$ cat config.mk
export PLATFORM = sky130hd
export DESIGN_NAME = chart_pixel_top
export DESIGN_NICKNAME = d
export VERILOG_FILES = /design/src/source/raster_pkg.sv /design/src/source/chart_pkg.sv /design/src/source/chart_pixel_top.sv /design/src/source/chart_setup_stage.sv /design/src/source/ink_select_stage.sv /design/src/source/optotype_raster.sv /design/src/source/result_raster.sv
export VERILOG_INCLUDE_DIRS = /design/src /design/src/include
export SDC_FILE = /design/constraint.sdc
export NUM_CORES = 1
export LEC_CHECK = 0
export BUFFER_PORTS_ARGS = -buffer_cell sky130_fd_sc_hd__buf_2
export CAP_MARGIN = 40
export CORE_MARGIN = 2
export CORE_UTILIZATION = 60
export DETAILED_ROUTE_END_ITERATION = 6
export PLACE_DENSITY = 0.77
export REMOVE_ABC_BUFFERS = 1
export SLEW_MARGIN = 20
export SYNTH_ARGS = -nofsm -noshare
export SYNTH_HDL_FRONTEND = slang
export SYNTH_SLANG_ARGS = --single-unit
$ cat constraint.sdc
create_clock -name i_clk -period 12.5 [get_ports i_clk]
set_input_delay 0.625 -clock i_clk [delete_from_list [all_inputs] [get_ports i_clk]]
set_output_delay 0.625 -clock i_clk [all_outputs]
set_load 0.005 [all_outputs]
$ cat src/include/chart_config.svh
`ifndef CHART_CONFIG_SVH
`define CHART_CONFIG_SVH

`define CHART_COORD_W 12

// tumbling E anchor
`define CHART_E_ORG_X 40
`define CHART_E_ORG_Y 180

`define CHART_BAR 6

// seven-segment score boxes
`define CHART_DIG_L_X 200
`define CHART_DIG_R_X 340
`define CHART_DIG_W 100
`define CHART_ROW_TOP 140
`define CHART_ROW_MID 237
`define CHART_ROW_BOT 334
`define CHART_ROW_END 340
`define CHART_ONE_X0 244
`define CHART_DOT_X0 317
`define CHART_DOT_X1 322

// verdict letters
`define CHART_YES_X0 280
`define CHART_YES_X1 360
`define CHART_YES_Y0 185
`define CHART_YES_Y1 295
`define CHART_NO_X0 265
`define CHART_NO_X1 375
`define CHART_NO_Y0 186
`define CHART_NO_Y1 294

`endif

$ cat src/source/raster_pkg.sv
`include "chart_config.svh"

package raster_pkg;

	// one screen axis
	typedef logic [`CHART_COORD_W-1:0] coord_t;

	// pixel coming from the raster scanner
	typedef struct packed {
		coord_t x;
		coord_t y;
	} pixel_req_t;

endpackage

$ cat src/source/chart_pkg.sv
package chart_pkg;

	// only two modes are drawn, all other codes are invalid
	typedef enum logic [2:0] {
		VISION  = 3'd1,
		VERDICT = 3'd3
	} test_mode_t;

	// 0 is acuity 0.1, 12 is acuity 2.0
	typedef logic [3:0] acuity_level_t;

	typedef enum logic [1:0] {
		UP,
		DOWN,
		LEFT,
		RIGHT
	} e_direction_t;

	typedef struct packed {
		logic [6:0] side;
		logic [4:0] near_m;
		logic [4:0] far_m;
		logic [4:0] slot;
	} e_geometry_t;

	typedef enum logic [2:0] {
		VIEW_E,
		VIEW_SCORE,
		VIEW_YES,
		VIEW_NO,
		VIEW_BLANK
	} view_t;

	// stage 1 result
	typedef struct packed {
		raster_pkg::pixel_req_t pixel;
		view_t                  view;
		e_geometry_t            geom;
		e_direction_t           dir;
		logic [3:0]             digit_l;
		logic [3:0]             digit_r;
	} setup_t;

	// stage 2 result
	typedef struct packed {
		view_t view;
		logic  e_ink;
		logic  score_ink;
		logic  verdict_ink;
	} ink_set_t;

endpackage

$ cat src/source/chart_pixel_top.sv
module chart_pixel_top
	import raster_pkg::*;
	import chart_pkg::*;
(
	input  logic          i_clk,
	input  logic          i_rst,
	input  pixel_req_t    i_pixel,
	input  test_mode_t    i_mode,
	input  acuity_level_t i_level,
	input  e_direction_t  i_direction,
	input  logic          i_done,
	input  logic          i_result,
	output logic          o_ink
);

	setup_t   setup;
	view_t    view;
	logic     e_ink, score_ink, verdict_ink;
	ink_set_t inks;

	chart_setup_stage u_setup (
		.i_clk       (i_clk),
		.i_rst       (i_rst),
		.i_pixel     (i_pixel),
		.i_mode      (i_mode),
		.i_level     (i_level),
		.i_direction (i_direction),
		.i_done      (i_done),
		.i_result    (i_result),
		.o_setup     (setup)
	);

	optotype_raster u_optotype (
		.i_clk   (i_clk),
		.i_rst   (i_rst),
		.i_setup (setup),
		.o_e_ink (e_ink)
	);

	result_raster u_result (
		.i_clk         (i_clk),
		.i_rst         (i_rst),
		.i_setup       (setup),
		.o_score_ink   (score_ink),
		.o_verdict_ink (verdict_ink),
		.o_view        (view)
	);

	assign inks = '{view: view, e_ink: e_ink, score_ink: score_ink, verdict_ink: verdict_ink};

	ink_select_stage u_select (
		.i_clk  (i_clk),
		.i_rst  (i_rst),
		.i_inks (inks),
		.o_ink  (o_ink)
	);

endmodule

$ cat src/source/chart_setup_stage.sv
module chart_setup_stage
	import raster_pkg::*;
	import chart_pkg::*;
(
	input  logic          i_clk,
	input  logic          i_rst,
	input  pixel_req_t    i_pixel,
	input  test_mode_t    i_mode,
	input  acuity_level_t i_level,
	input  e_direction_t  i_direction,
	input  logic          i_done,
	input  logic          i_result,
	output setup_t        o_setup
);

	typedef struct packed {
		e_geometry_t geom;
		logic [3:0]  digit_l;
		logic [3:0]  digit_r;
		logic        valid;
	} level_row_t;

	level_row_t row;
	view_t      view_d;

	// side, near, far, slot, then the score digits
	always_comb begin
		case (i_level)
			4'd0:    row = '{'{7'd120, 5'd24, 5'd24, 5'd24}, 4'd0, 4'd1, 1'b1};
			4'd1:    row = '{'{7'd60, 5'd12, 5'd12, 5'd12}, 4'd0, 4'd2, 1'b1};
			4'd2:    row = '{'{7'd40, 5'd8, 5'd8, 5'd8}, 4'd0, 4'd3, 1'b1};
			4'd3:    row = '{'{7'd30, 5'd6, 5'd6, 5'd6}, 4'd0, 4'd4, 1'b1};
			4'd4:    row = '{'{7'd24, 5'd5, 5'd5, 5'd5}, 4'd0, 4'd5, 1'b1};
			4'd5:    row = '{'{7'd20, 5'd4, 5'd4, 5'd4}, 4'd0, 4'd6, 1'b1};
			4'd6:    row = '{'{7'd17, 5'd3, 5'd3, 5'd4}, 4'd0, 4'd7, 1'b1};
			4'd7:    row = '{'{7'd15, 5'd3, 5'd3, 5'd3}, 4'd0, 4'd8, 1'b1};
			4'd8:    row = '{'{7'd13, 5'd3, 5'd3, 5'd2}, 4'd0, 4'd9, 1'b1};
			4'd9:    row = '{'{7'd12, 5'd2, 5'd2, 5'd3}, 4'd1, 4'd0, 1'b1};
			4'd10:   row = '{'{7'd10, 5'd2, 5'd2, 5'd2}, 4'd1, 4'd2, 1'b1};
			4'd11:   row = '{'{7'd8, 5'd2, 5'd2, 5'd1}, 4'd1, 4'd5, 1'b1};
			4'd12:   row = '{'{7'd6, 5'd1, 5'd1, 5'd1}, 4'd2, 4'd0, 1'b1};
			default: row = '0;
		endcase
	end

	always_comb begin
		case (i_mode)
			VISION: begin
				if (!row.valid)
					view_d = VIEW_BLANK;
				else if (i_done)
					view_d = VIEW_SCORE;
				else
					view_d = VIEW_E;
			end
			VERDICT: view_d = i_result ? VIEW_NO : VIEW_YES;
			default: view_d = VIEW_BLANK;
		endcase
	end

	always_ff @(posedge i_clk or negedge i_rst) begin
		if (!i_rst) begin
			o_setup <= '{pixel: '0, view: VIEW_BLANK, geom: '0, dir: UP,
				digit_l: 4'd0, digit_r: 4'd0};
		end else begin
			o_setup <= '{pixel: i_pixel, view: view_d, geom: row.geom, dir: i_direction,
				digit_l: row.digit_l, digit_r: row.digit_r};
		end
	end

endmodule

$ cat src/source/ink_select_stage.sv
module ink_select_stage
	import chart_pkg::*;
(
	input  logic     i_clk,
	input  logic     i_rst,
	input  ink_set_t i_inks,
	output logic     o_ink
);

	logic ink_d;

	always_comb begin
		case (i_inks.view)
			VIEW_E:           ink_d = i_inks.e_ink;
			VIEW_SCORE:       ink_d = i_inks.score_ink;
			VIEW_YES, VIEW_NO: ink_d = i_inks.verdict_ink;
			// invalid state draws black
			default:          ink_d = 1'b0;
		endcase
	end

	always_ff @(posedge i_clk or negedge i_rst) begin
		if (!i_rst)
			o_ink <= 1'b1;
		else
			o_ink <= ink_d;
	end

endmodule

$ cat src/source/optotype_raster.sv
`include "chart_config.svh"

module optotype_raster
	import raster_pkg::*;
	import chart_pkg::*;
(
	input  logic   i_clk,
	input  logic   i_rst,
	input  setup_t i_setup,
	output logic   o_e_ink
);

	coord_t x, y, side, near_m, far_m, slot;
	coord_t a, b, a_org, b_org;
	logic   in_box, in_slot, open;

	assign x      = i_setup.pixel.x;
	assign y      = i_setup.pixel.y;
	assign side   = coord_t'(i_setup.geom.side);
	assign near_m = coord_t'(i_setup.geom.near_m);
	assign far_m  = coord_t'(i_setup.geom.far_m);
	assign slot   = coord_t'(i_setup.geom.slot);

	assign in_box = x >= `CHART_E_ORG_X && x <= `CHART_E_ORG_X + side &&
		y >= `CHART_E_ORG_Y && y <= `CHART_E_ORG_Y + side;

	// slots run along a, the opening faces along b
	always_comb begin
		if (i_setup.dir == UP || i_setup.dir == DOWN) begin
			a     = x;
			b     = y;
			a_org = coord_t'(`CHART_E_ORG_X);
			b_org = coord_t'(`CHART_E_ORG_Y);
		end else begin
			a     = y;
			b     = x;
			a_org = coord_t'(`CHART_E_ORG_Y);
			b_org = coord_t'(`CHART_E_ORG_X);
		end
	end

	assign in_slot = (a >= a_org + near_m && a <= a_org + near_m + slot) ||
		(a >= a_org + side - far_m - slot && a <= a_org + side - far_m);

	assign open = (i_setup.dir == UP || i_setup.dir == LEFT) ?
		(b <= b_org + side - near_m) : (b >= b_org + near_m);

	always_ff @(posedge i_clk or negedge i_rst) begin
		if (!i_rst)
			o_e_ink <= 1'b1;
		else
			o_e_ink <= !in_box || (in_slot && open);
	end

endmodule

$ cat src/source/result_raster.sv
`include "chart_config.svh"

module result_raster
	import raster_pkg::*;
	import chart_pkg::*;
(
	input  logic   i_clk,
	input  logic   i_rst,
	input  setup_t i_setup,
	output logic   o_score_ink,
	output logic   o_verdict_ink,
	output view_t  o_view
);

	coord_t x, y;
	logic signed [`CHART_COORD_W:0] diff;
	logic [`CHART_COORD_W:0] sum;
	logic dot, lit_l, lit_r, yes_ink, no_ink;

	// true when the pixel sits on a lit bar of the digit in the box at x0
	function automatic logic digit_lit(input coord_t px, input coord_t py, input coord_t x0,
		input logic [3:0] digit, input logic centre_one);
		logic [6:0] seg;
		logic wide, left_v, right_v, upper, lower, centre;
		begin
			// a b c d e f g
			case (digit)
				4'd0:    seg = 7'b1111110;
				4'd1:    seg = 7'b0110000;
				4'd2:    seg = 7'b1101101;
				4'd3:    seg = 7'b1111001;
				4'd4:    seg = 7'b0110011;
				4'd5:    seg = 7'b1011011;
				4'd6:    seg = 7'b1011111;
				4'd7:    seg = 7'b1110000;
				4'd8:    seg = 7'b1111111;
				4'd9:    seg = 7'b1111011;
				default: seg = 7'b0000000;
			endcase
			wide    = px > x0 && px <= x0 + `CHART_DIG_W;
			left_v  = px > x0 && px <= x0 + `CHART_BAR;
			right_v = px > x0 + `CHART_DIG_W - `CHART_BAR && px <= x0 + `CHART_DIG_W;
			upper   = py > `CHART_ROW_TOP + `CHART_BAR && py <= `CHART_ROW_MID;
			lower   = py > `CHART_ROW_MID + `CHART_BAR && py <= `CHART_ROW_BOT;
			centre  = px > `CHART_ONE_X0 && px <= `CHART_ONE_X0 + `CHART_BAR;
			if (centre_one && digit == 4'd1)
				digit_lit = centre && (upper || lower);
			else
				digit_lit = (seg[6] && wide && py > `CHART_ROW_TOP &&
						py <= `CHART_ROW_TOP + `CHART_BAR) ||
					(seg[5] && right_v && upper) ||
					(seg[4] && right_v && lower) ||
					(seg[3] && wide && py > `CHART_ROW_BOT && py <= `CHART_ROW_END) ||
					(seg[2] && left_v && lower) ||
					(seg[1] && left_v && upper) ||
					(seg[0] && wide && py > `CHART_ROW_MID &&
						py <= `CHART_ROW_MID + `CHART_BAR);
		end
	endfunction

	assign x    = i_setup.pixel.x;
	assign y    = i_setup.pixel.y;
	assign sum  = {1'b0, x} + {1'b0, y};
	assign diff = $signed({1'b0, x}) - $signed({1'b0, y});

	assign lit_l = digit_lit(x, y, coord_t'(`CHART_DIG_L_X), i_setup.digit_l, 1'b1);
	assign lit_r = digit_lit(x, y, coord_t'(`CHART_DIG_R_X), i_setup.digit_r, 1'b0);
	assign dot   = x >= `CHART_DOT_X0 && x <= `CHART_DOT_X1 &&
		y > `CHART_ROW_BOT && y <= `CHART_ROW_END;

	// Y is two diagonals meeting at x 320 over a vertical stem
	always_comb begin
		yes_ink = 1'b1;
		if (x >= `CHART_YES_X0 && x <= `CHART_YES_X1 &&
			y >= `CHART_YES_Y0 && y <= `CHART_YES_Y1) begin
			if (x >= 320 && y <= 225 && sum >= 538 && sum <= 548)
				yes_ink = 1'b0;
			else if (x <= 320 && y <= 225 && diff >= 88 && diff <= 98)
				yes_ink = 1'b0;
			else if (x >= 317 && x <= 323 && y >= 225)
				yes_ink = 1'b0;
		end
	end

	always_comb begin
		no_ink = 1'b1;
		if (x >= `CHART_NO_X0 && x <= `CHART_NO_X1 &&
			y >= `CHART_NO_Y0 && y <= `CHART_NO_Y1) begin
			if (x <= 272 || x >= 368 || (diff >= 74 && diff <= 86))
				no_ink = 1'b0;
		end
	end

	always_ff @(posedge i_clk or negedge i_rst) begin
		if (!i_rst) begin
			o_score_ink   <= 1'b1;
			o_verdict_ink <= 1'b1;
			o_view        <= VIEW_BLANK;
		end else begin
			o_score_ink   <= !(lit_l || lit_r || dot);
			o_verdict_ink <= (i_setup.view == VIEW_NO) ? no_ink : yes_ink;
			o_view        <= i_setup.view;
		end
	end

endmodule

# Word-level counts from Yosys, hierarchy flattened
# Memories as Yosys holds them, arrays and structs flattened.
# Index checks and enable logic that the tools add are counted.
[op_classes]
add_sub_neg = 12
magnitude_cmp = 53
n_eq_ne = 9
mux = 18
reduce_logical = 94
[op_table]
columns = ["cell", "n"]
rows = [
  ["$le A12 B9 Y1 const B", 13],
  ["$gt A12 B8 Y1 const B", 6],
  ["$le A12 B8 Y1 const B", 6],
  ["$logic_and A1 B1 Y1", 68],
  ["$le A12 B32 Y1", 2],
  ["$ge A12 B9 Y1 const B", 5],
  ["$ge A12 B8 Y1 const B", 4],
  ["$gt A12 B9 Y1 const B", 4],
  ["$ge A12 B12 Y1", 3],
  ["$le A12 B12 Y1", 3],
  ["$sub A12 B5 Y12", 3],
  ["$ge A13 B8 Y1 const B", 2],
  ["$le A13 B8 Y1 const B", 2],
  ["$mux W12", 2],
  ["$logic_or A1 B1 Y1", 21],
  ["$add A8 B5 Y9", 2],
  ["$add A8 B7 Y9", 2],
  ["$mux W8", 2],
  ["$add A12 B12 Y13", 1],
  ["$ge A13 B10 Y1 const B", 1],
  ["$le A13 B10 Y1 const B", 1],
  ["$sub A12 B12 Y13", 1],
  ["$add A12 B5 Y12", 1],
  ["$eq A3 B2 Y1 const B", 4],
  ["15 further kinds", 27],
]
[totals]
register_bits = 66
romBits = 688
in_bits = 37
out_inout_bits = 1
n_memories = 3
[memory_table]
columns = ["name", "depth", "word_bits", "rd", "rd_ports_with_merged_regs", "wr", "line", "text"]
rows = [
  ["(no name shown)", 16, 29, 1, 0, 0, "chart_setup_stage.sv:28", "case (i_level)"],
  ["(no name shown)", 16, 7, 1, 0, 0, "result_raster.sv:27", "case (digit)"],
  ["(no name shown)", 16, 7, 1, 0, 0, "result_raster.sv:27", ""],
]

# Longest topological paths before layout
# Gate-level depths: netlist of the first run.
[depth]
ltp_word = 15
mapped_depth = 24
ltp_nobuf = 20

# Cells and area by module
# From an unflattened synthesis of the first run, not the netlist that was laid out.
[hier_totals]
hier_cells = 968
area_unflattened_um2 = 8111.5
[modules_own_cells]
columns = ["module", "instances", "cells_each", "area_per_inst_um2", "seq_area_each_um2"]
rows = [
  ["optotype_raster", 1, 453, 3664.8, 26.3],
  ["result_raster", 1, 401, 2745.1, 128.9],
  ["chart_setup_stage", 1, 109, 1642.8, 1202.4],
  ["ink_select_stage", 1, 5, 58.8, 26.3],
]

# Worst setup path after synthesis of the first run
# No wires, ideal clock.
[synth_timing]
path_type = "reg-to-reg"
start = "register u_setup.o_setup[9] in the netlist's numbering"
end = "register u_optotype.o_e_ink"
arrival_ns = 4.930
t_required_ns = 12.396
path_slack_ns = 7.465
stages_incl_launch_ff = 25
path_buffers = 4
cell_sequence = "dfrtp_1 -> clkbuf_1 -> clkbuf_1 -> clkbuf_1 -> ha_1 -> inv_1 -> fa_1 -> inv_1 -> ha_1 -> and2_1 -> o21ai_0 -> and3_1 -> clkbuf_1 -> a221oi_1 -> o32ai_1 -> and3_1 -> nand2_1 -> xnor2_1 -> ha_1 -> a21oi_1 -> nor2b_1 -> o31ai_1 -> nor3b_1 -> o32a_1 -> o311ai_0"
[synth_between]
elab_chain_cells = 11
word_cells_on_any_way = 29
[synth_rtl]
columns = ["element", "line", "text"]
rows = [
  ["start, declared", "chart_setup_stage.sv:13", "output setup_t o_setup"],
  ["start signal, assigned", "chart_setup_stage.sv:63", "o_setup <= '{pixel: '0, view: VIEW_BLANK, geom: '0, dir: UP,"],
  ["start signal, assigned", "chart_setup_stage.sv:66", "o_setup <= '{pixel: i_pixel, view: view_d, geom: row.geom, dir: i_direction,"],
  ["$eq A2 B1 Y1 or $logic_not A2 Y1 (tied branches)", "optotype_raster.sv:29, optotype_raster.sv:45", ""],
  ["$logic_or A1 B1 Y1", "optotype_raster.sv:29", "if (i_setup.dir == UP || i_setup.dir == DOWN) begin"],
  ["$mux W8", "optotype_raster.sv:29", ""],
  ["$add A8 B7 Y9", "optotype_raster.sv:43", "(a >= a_org + side - far_m - slot && a <= a_org + side - far_m);"],
  ["$sub A12 B5 Y12 (2 in series)", "optotype_raster.sv:43", ""],
  ["$ge A12 B12 Y1", "optotype_raster.sv:43", ""],
  ["$logic_and A1 B1 Y1", "optotype_raster.sv:43", ""],
  ["$logic_or A1 B1 Y1", "optotype_raster.sv:42", "assign in_slot = (a >= a_org + near_m && a <= a_org + near_m + slot) ||"],
  ["$logic_and A1 B1 Y1 (*)", "optotype_raster.sv:52", "o_e_ink <= !in_box || (in_slot && open);"],
  ["$logic_or A1 B1 Y1 (*)", "optotype_raster.sv:52", ""],
  ["end signal, assigned", "optotype_raster.sv:52", ""],
  ["end, declared", "optotype_raster.sv:10", "output logic o_e_ink"],
]
# Mark *: on every way between the ends. The rest lies on a longest branch, timed or not.

# Worst setup path in the final report of the first run
# Same ends and word-level chain as after synthesis.

==> results of run 1 <==
[power by group through the flow]
| stage | registers [mW] | clock network [mW] | logic [mW] |
|---|---|---|---|
| global placement | 0.216 | 0 | 0.385 |
| finish | 0.213 | 0.171 | 0.403 |
| detailed placement | 0.215 | 0 | 0.395 |
| CTS | 0.212 | 0.174 | 0.399 |
| global route | 0.215 | 0.180 | 0.462 |
| floorplan | 0.209 | 0 | 0.304 |
[flip-flops by register name (all words and copies together), names as in the netlist]
name	cells
u_setup.o_setup	48
u_result.o_view	3
u_optotype.o_e_ink	1
u_result.o_score_ink	1
u_result.o_verdict_ink	1
u_select.o_ink	1
[how the worst min path moves through the flow]
stage               slack [ns]  cells past startpoint                            to                          start
floorplan                 0.33                      0  u_result.o_view[0]$_DFF_PN0_                          i_rst
global placement          0.35                      0  u_result.o_view[0]$_DFF_PN0_  u_setup.o_setup[32]$_DFF_PN0_
global route              0.37                      0  u_result.o_view[2]$_DFF_PN1_  u_setup.o_setup[34]$_DFF_PN1_
finish                    0.37                      0  u_result.o_view[2]$_DFF_PN1_  u_setup.o_setup[34]$_DFF_PN1_
CTS                       0.37                      0  u_result.o_view[2]$_DFF_PN1_  u_setup.o_setup[34]$_DFF_PN1_
detailed placement        0.36                      0  u_result.o_view[2]$_DFF_PN1_  u_setup.o_setup[34]$_DFF_PN1_
[per-layer routing]
layer / part of all wire (%) / routed length [um] / global-route usage [%] / vias to the layer above
li1: - / - / - / 3488
met1: 47 / 9113 / 41.97 / 3221
met2: 44 / 8595 / 46.67 / 280
met3: 7.1 / 1388 / 4.995 / 45
met4: 2.5 / 492 / 9.176 / 0
met5: 0 / 0 / 0 / -
[cell type report]
cell class                 count  share of cell area, %
sequential                    55                  17.02
multi-input combinational    777                  71.55
tap                          172                  2.645
clock inverter                 3                 0.6151
timing repair buffer          46                  3.260
clock buffer                   5                  1.538
inverter                      73                  3.368
[cell families (layout without fill, tap and decap cells)]
kind of cell	after synthesis	count (layout)	share of synthesized area, %
AOI/OAI and AO/OA	278	278	23.39
xor gates and xnor gates	45	45	5.141
adders and majority gates	150	150	25.27
buffers and inverters	122	127	6.006
DFF	55	55	18.05
muxes	20	20	2.758
and+or+nand+nor	284	284	19.39
[cell usage after synthesis (all sizes together) (8+ instances only)]
cell    number  area, um^2
ha         142        1777
o21ai       75       375.4
a21oi       73       365.4
inv         73       274.0
nand2       62       232.7
nor2        57       214.0
dfrtp       49        1226
clkbuf      45       168.9
nor3        31       155.2
xnor2       26       227.7
nor2b       25       156.4
nand2b      21       131.4
xor2        19       166.4
a21o        17       127.6
nand4       15       93.84
nand3       14       82.58
and3        11       68.82
mux2i       11       110.1
a31oi       10       62.56
nor4        10       62.56
o21bai      10       75.07
mux2         9       101.4
o22ai        9       56.30
fa           8       160.2
o21a         8       60.06
[layout by cell type, fill, tap and decap left out, types with 6 or more instances in the layout]
cell and count:
nand2_1 62, mux2i_1 11, fa_1 8, o21bai_1 10
or3_1 6, o2111ai_1 6, mux2_2 9, inv_1 72
o22ai_1 9, a21oi_1 73, xnor2_1 26, nor3b_1 7
nand2b_1 21, nor2b_1 25, and3_1 11, a211oi_1 6
o21ai_0 74, nor4_1 10, a21o_1 17, a31oi_1 10
o211ai_1 6, nor2_1 57, a221oi_1 6, nand4_1 15
o21a_1 8, nor3_1 31, xor2_1 19, dfrtp_1 48
buf_2 40, ha_1 142, nand3_1 13, dfstp_2 6
==> results by group, run 1 <==
Final layout
  • Fillers: 1126
  • Ant. Diodes: 0
  • Finished Layout Cells: 1131
  • Final nets: 1145
  • Util after Layout: 64.74%
  • Layout area overhead: 6.137%
  • Ratio of cells with drive above 1 in the final layout: 8.238%
  • Register area: 1385 um^2
  • Final instance area: 8137 um^2
  • Multi-input combinational cell area: 5822 um^2

Clock tree
  • TritonCTS clock tree: built
  • Insertion delay to the later sink of the worst-skew pair: 0.32 ns
  • Total CTS buffers: 5
  • CTS H-tree lvls: 2
  • Hold_buf cts: 0
  • Num Clock Sinks: 55
  • CTS Root Cell: clkbuf_16
  • Clock transition at path regs: 0.08 ns
  • Post_cts resized: 0
  • Post-CTS setup buffer count: 0
  • Clk buf depth: 2

Global route
  • First-pass GRT wire length: 31930 um
  • GRT Resource Usage Total: 29.68%
  • Vias in the first global route: 6449
  • Grt total ovfl: 0
  • Largest net degree at the start of global routing: 56
  • Initial antenna violation count: 0

Power
  • Clock share of power: 21.8%
  • Combinational Power Share: 51.2%
  • IR drop worst, VDD: 95.95 uV
  • Sw Pwr: 325.4 uW
  • Leakage power: 3.726 nW
  • Register share of total power: 27.0%
  • Sw frac: 41.32%
  • Power density cells: 96.80 nW/um^2
  • Power Total: 787.6 uW
  • Pint: 462.2 uW

Timing
  • Final Hold Vio Count: 0
  • RSZ-0062 raised after global routing: no
  • Final WS setup: 7.022 ns
  • Final Critical Period: 5.478 ns
  • Max Freq: 182.6 MHz
  • Fin crit share: 43.82%
  • Max-slew violation count: 0
  • Worst-margin pin slew: 0.8155 ns
  • Post-route clock skew: 0.008758 ns
  • TNS Setup: 0 ns
  • Finish-stage setup viols: 0
  • Rel. slew slack: 45.13%
  • Worst hold slack: 0.3665 ns

Worst setup path
  • FF-to-FF End: u_optotype.o_e_ink$_DFF_PN1_
  • Critical Path RT: 12.71 ns
  • Buffers & Inverters on Critical Path: 3
  • Crit. End Element: flop
  • Crit path largest cell delay: 0.72 ns
  • CP startpoint kind: flop
  • Crit path max fanout: 35
  • Setup crit start: u_setup.o_setup[9]$_DFF_PN0_
  • Reg2reg path depth: 21
  • CP delay by family, top: compound AO/OA/AOI/OAI gates
  • WP depth: 21
  • WS Path Type: reg -> reg
  • Reg2Reg Launch Point: u_setup.o_setup[9]$_DFF_PN0_
  • CP arrival: 5.69 ns
  • FF-to-FF setup slack: 7.02 ns
  • Cell Chain, Critical Path: buf_16 -> ha_1 -> inv_1 -> fa_1 -> inv_1 -> ha_1 -> and2_1 -> o21ai_0 -> and3_1 -> a221oi_1 -> o32ai_1 -> and3_1 -> nand2_1 -> xnor2_1 -> ha_1 -> a21oi_1 -> nor2b_1 -> o31ai_1 -> nor3b_1 -> o32a_1 -> o311ai_0
  • Most frequent CP cell: ha_1
  • Crit-path slowest cell: dfrtp_2
  • Crit path capture: u_optotype.o_e_ink$_DFF_PN1_

Placed design
  • HPWL after detailed placement: 15150 um
  • Gp weighted congestion: 0.9587
  • Port bufs: 37
  • Dpl ws: 7.096 ns
  • Post-DP Area: 7956 um^2
  • Placed cell count: 1122

Detailed routing
  • Post-route ant nets: 0
  • First DRT Iteration DRCs: 760
  • DR DRC count: 0
  • WL/cell: 17.32 um
  • Post-DR vias/cell: 6.219
  • 1st-pass router iterations: 5
  • DRT Wirelength: 19590 um
  • Vias: 7034

Yosys
  • Synth Warn #: 0
  • Synth cell types: 76
  • Post-synthesis sequential area ratio: 18.05%
  • Primary FF master, synth: dfrtp_1
  • Synth async-reset ratio: 100.0%
  • Syn avg cell area: 8.036 um^2
  • Syn Inst Count: 954
  • Post-synthesis register bit count: 55
  • Post-synth EDFFs: 0
  • Synth Cell Area: 7666 um^2

Flow run
  • Max-cap violations: 0

Floorplan
  • Initial Util: 61.00%
  • # rows: 41
  • Die area: 13700 um^2
  • Core Footprint: 12570 um^2
  • Chip Width: 117.0 um
  • Die height: 117.0 um
  • # IOs: 38

Min path
  • Hold WC Path Type: reg -> reg

Run status
  • Status: finished, final reports clean
No activity file was read; power rests on OpenSTA's default activity.
==> run 2: changes to the inputs <==
--- a/config.mk
+++ b/config.mk
@@ -6,6 +6,7 @@
 export SDC_FILE = /design/constraint.sdc
 export NUM_CORES = 1
 export LEC_CHECK = 0
+export ABC_AREA = 1
 export BUFFER_PORTS_ARGS = -buffer_cell sky130_fd_sc_hd__buf_2
 export CAP_MARGIN = 40
 export CORE_MARGIN = 2
==> constraint.sdc (replaced) <==
create_clock -name i_clk -period 5.6 [get_ports i_clk]
set_input_delay 0.28 -clock i_clk [delete_from_list [all_inputs] [get_ports i_clk]]
set_output_delay 0.28 -clock i_clk [all_outputs]
set_load 0.005 [all_outputs]
==> run 2 against run 1 <==
Clock power rose by 99%. Count of clock-buffer cells in the layout did not move. Clock skew is 0.00075 ns higher. Worst setup slack lost 5.9 ns. Largest power group unchanged. Largest cell class unchanged. Final cell count grew 34%. Synthesized cell count is 37% higher.
==> results by group, run 2 <==
Run status
  • Status: finished, final reports clean

Power
  • Pint: 961.7 uW
  • Clock share of power: 19.3%
  • Register share of total power: 26.3%
  • Sw Pwr: 806.9 uW
  • Sw frac: 45.62%
  • Power density cells: 197.6 nW/um^2
  • IR drop worst, VDD: 164.1 uV
  • Leakage power: 4.807 nW
  • Combinational Power Share: 54.4%
  • Power Total: 1.769 mW

Yosys
  • Syn avg cell area: 6.482 um^2
  • Cell taking the most area after synthesis: ha_1
  • Post-synthesis register bit count: 55
  • Yosys top cell area share: 21.04%
  • Post-synth top cells: nand2_1 (330), inv_1 (191), ha_1 (142)
  • Synth Warn #: 0
  • Synth Cell Area: 8446 um^2
  • Synth cell types: 59
  • Synth async-reset ratio: 100.0%
  • Post-synth EDFFs: 0
  • Top cells by area, synth: ha_1 (21%), nand2_1 (15%), dfrtp_1 (15%)
  • Primary FF master, synth: dfrtp_1
  • Syn Inst Count: 1303
  • Most numerous cell in the Yosys netlist: nand2_1
  • Post-synthesis sequential area ratio: 16.39%

Clock tree
  • Total CTS buffers: 5
  • CTS Root Cell: clkbuf_16
  • Post-CTS setup buffer count: 0
  • Insertion delay to the later sink of the worst-skew pair: 0.31 ns
  • CTS H-tree lvls: 2
  • Num Clock Sinks: 55
  • Clk buf depth: 2
  • Hold_buf cts: 0
  • Clock transition at path regs: 0.08 ns
  • Post_cts resized: 0
  • TritonCTS clock tree: built

Detailed routing
  • Post-route ant nets: 0
  • 1st-pass router iterations: 5
  • DRT Wirelength: 23920 um
  • DR DRC count: 0
  • WL/cell: 15.80 um
  • Vias: 8550
  • Post-DR vias/cell: 5.647
  • First DRT Iteration DRCs: 737

Final layout
  • Top Registers: u_setup.o_setup (48), u_result.o_view (3)
  • Finished Layout Cells: 1514
  • Most frequent cells in the layout: nand2_1 (330), inv_1 (191), ha_1 (142)
  • Final nets: 1520
  • Max reg flops: 48
  • Ratio of cells with drive above 1 in the final layout: 7.496%
  • Final instance area: 8952 um^2
  • Fillers: 1282
  • Util after Layout: 64.75%
  • Ant. Diodes: 0
  • Layout area overhead: 6.000%
  • Largest reg by FF count: u_setup.o_setup
  • Most common cell after layout, fill and taps aside: nand2_1

Global route
  • Initial antenna violation count: 0
  • First-pass GRT wire length: 38740 um
  • GRT Resource Usage Total: 32.86%
  • Grt total ovfl: 0
  • Largest net degree at the start of global routing: 56
  • Vias in the first global route: 7955

Timing
  • Finish-stage setup viols: 0
  • Final Hold Vio Count: 0
  • Max Freq: 222.7 MHz
  • Worst hold slack: 0.06745 ns
  • Post-route clock skew: 0.009505 ns
  • RSZ-0062 raised after global routing: no
  • Fin crit share: 80.20%
  • Final WS setup: 1.109 ns
  • TNS Setup: 0 ns
  • Max-slew violation count: 0
  • Final Critical Period: 4.491 ns
  • Worst-margin pin slew: 0.8236 ns
  • Rel. slew slack: 44.51%

Worst setup path
  • Crit-path slowest cell: dfrtp_2
  • Critical Path RT: 5.84 ns
  • Crit. End Element: flop
  • CP arrival: 4.73 ns
  • Most frequent CP cell: nand2_1
  • WS Path Type: reg -> reg
  • Crit path largest cell delay: 0.55 ns
  • Crit path max fanout: 15
  • CP startpoint kind: flop

Placed design
  • Dpl ws: 1.138 ns
  • Post-DP Area: 8788 um^2
  • HPWL after detailed placement: 19370 um
  • Port bufs: 37
  • Placed cell count: 1505
  • Gp weighted congestion: 1.013

Min path
  • Hold WC Path Type: in -> reg

Floorplan
  • # IOs: 38
  • # rows: 43
  • Chip Width: 122.6 um
  • Die area: 15040 um^2
  • Die height: 122.6 um
  • Core Footprint: 13830 um^2
  • Initial Util: 61.08%

Flow run
  • Max-cap violations: 0
## run 2: layout make-up
class	instances	area, um^2	share of cell area (%)
clock buffer	5	125.1	1.398
clock inverter	3	33.78	0.3774
inverter	201	762.0	8.512
multi-input combinational	1022	6168	68.90
sequential	55	1385	15.47
tap	180	225.2	2.516
timing repair buffer	48	252.7	2.823
## run 2: critical path, delay by kind of cell, from the launching register on
| family | cells | cell delay (ns) |
|---|---|---|
| fa+ha+maj | 5 | 1.64 |
| compound gates | 6 | 0.84 |
| flops | 1 | 0.55 |
| buf+inv | 4 | 0.23 |
| simple gates | 11 | 1.17 |
## run 2: cell families after synthesis
| family | Yosys count | synth area share [%] |
|---|---|---|
| adders and majority gates | 150 | 22.93 |
| xor gates and xnor gates | 32 | 3.852 |
| buffers and inverters | 226 | 10.58 |
| muxes | 1 | 0.1333 |
| and+or+nand+nor | 630 | 32.15 |
| AOI/OAI and AO/OA | 209 | 13.97 |
| DFF | 55 | 16.39 |
## run 2: per-layer routing
layer  up-vias  GRT usage (%)  routed length (um)
met5         -              0                   0
met4         0          11.42                 714
met3        59          6.366                2022
met2       359          51.01               10130
met1      3762          45.59               11060
li1       4370              -                   -
## run 2: path summary, 6_finish.rpt
kind	start	to	slack, ns	cells after the start
max in group asynchronous	i_rst	u_setup.o_setup[9]$_DFF_PN0_	4.95	2
min in group asynchronous	i_rst	u_setup.o_setup[46]$_DFF_PN0_	0.11	2
hold reg to reg	u_setup.o_setup[34]$_DFF_PN1_	u_result.o_view[2]$_DFF_PN1_	0.37	0
setup / recovery	u_setup.o_setup[9]$_DFF_PN0_	u_optotype.o_e_ink$_DFF_PN1_	1.11	26
setup reg to reg	u_setup.o_setup[9]$_DFF_PN0_	u_optotype.o_e_ink$_DFF_PN1_	1.11	26
hold / removal	i_pixel[0]	u_setup.o_setup[35]$_DFF_PN0_	0.07	1
## run 2: power by group through the flow
stage / logic [mW] / registers (mW) / clock network, mW
finish: 0.962 / 0.465 / 0.341
global route: 1.10 / 0.469 / 0.362
CTS: 0.950 / 0.464 / 0.344
detailed placement: 0.942 / 0.471 / 0
global placement: 0.925 / 0.471 / 0
floorplan: 0.721 / 0.459 / 0
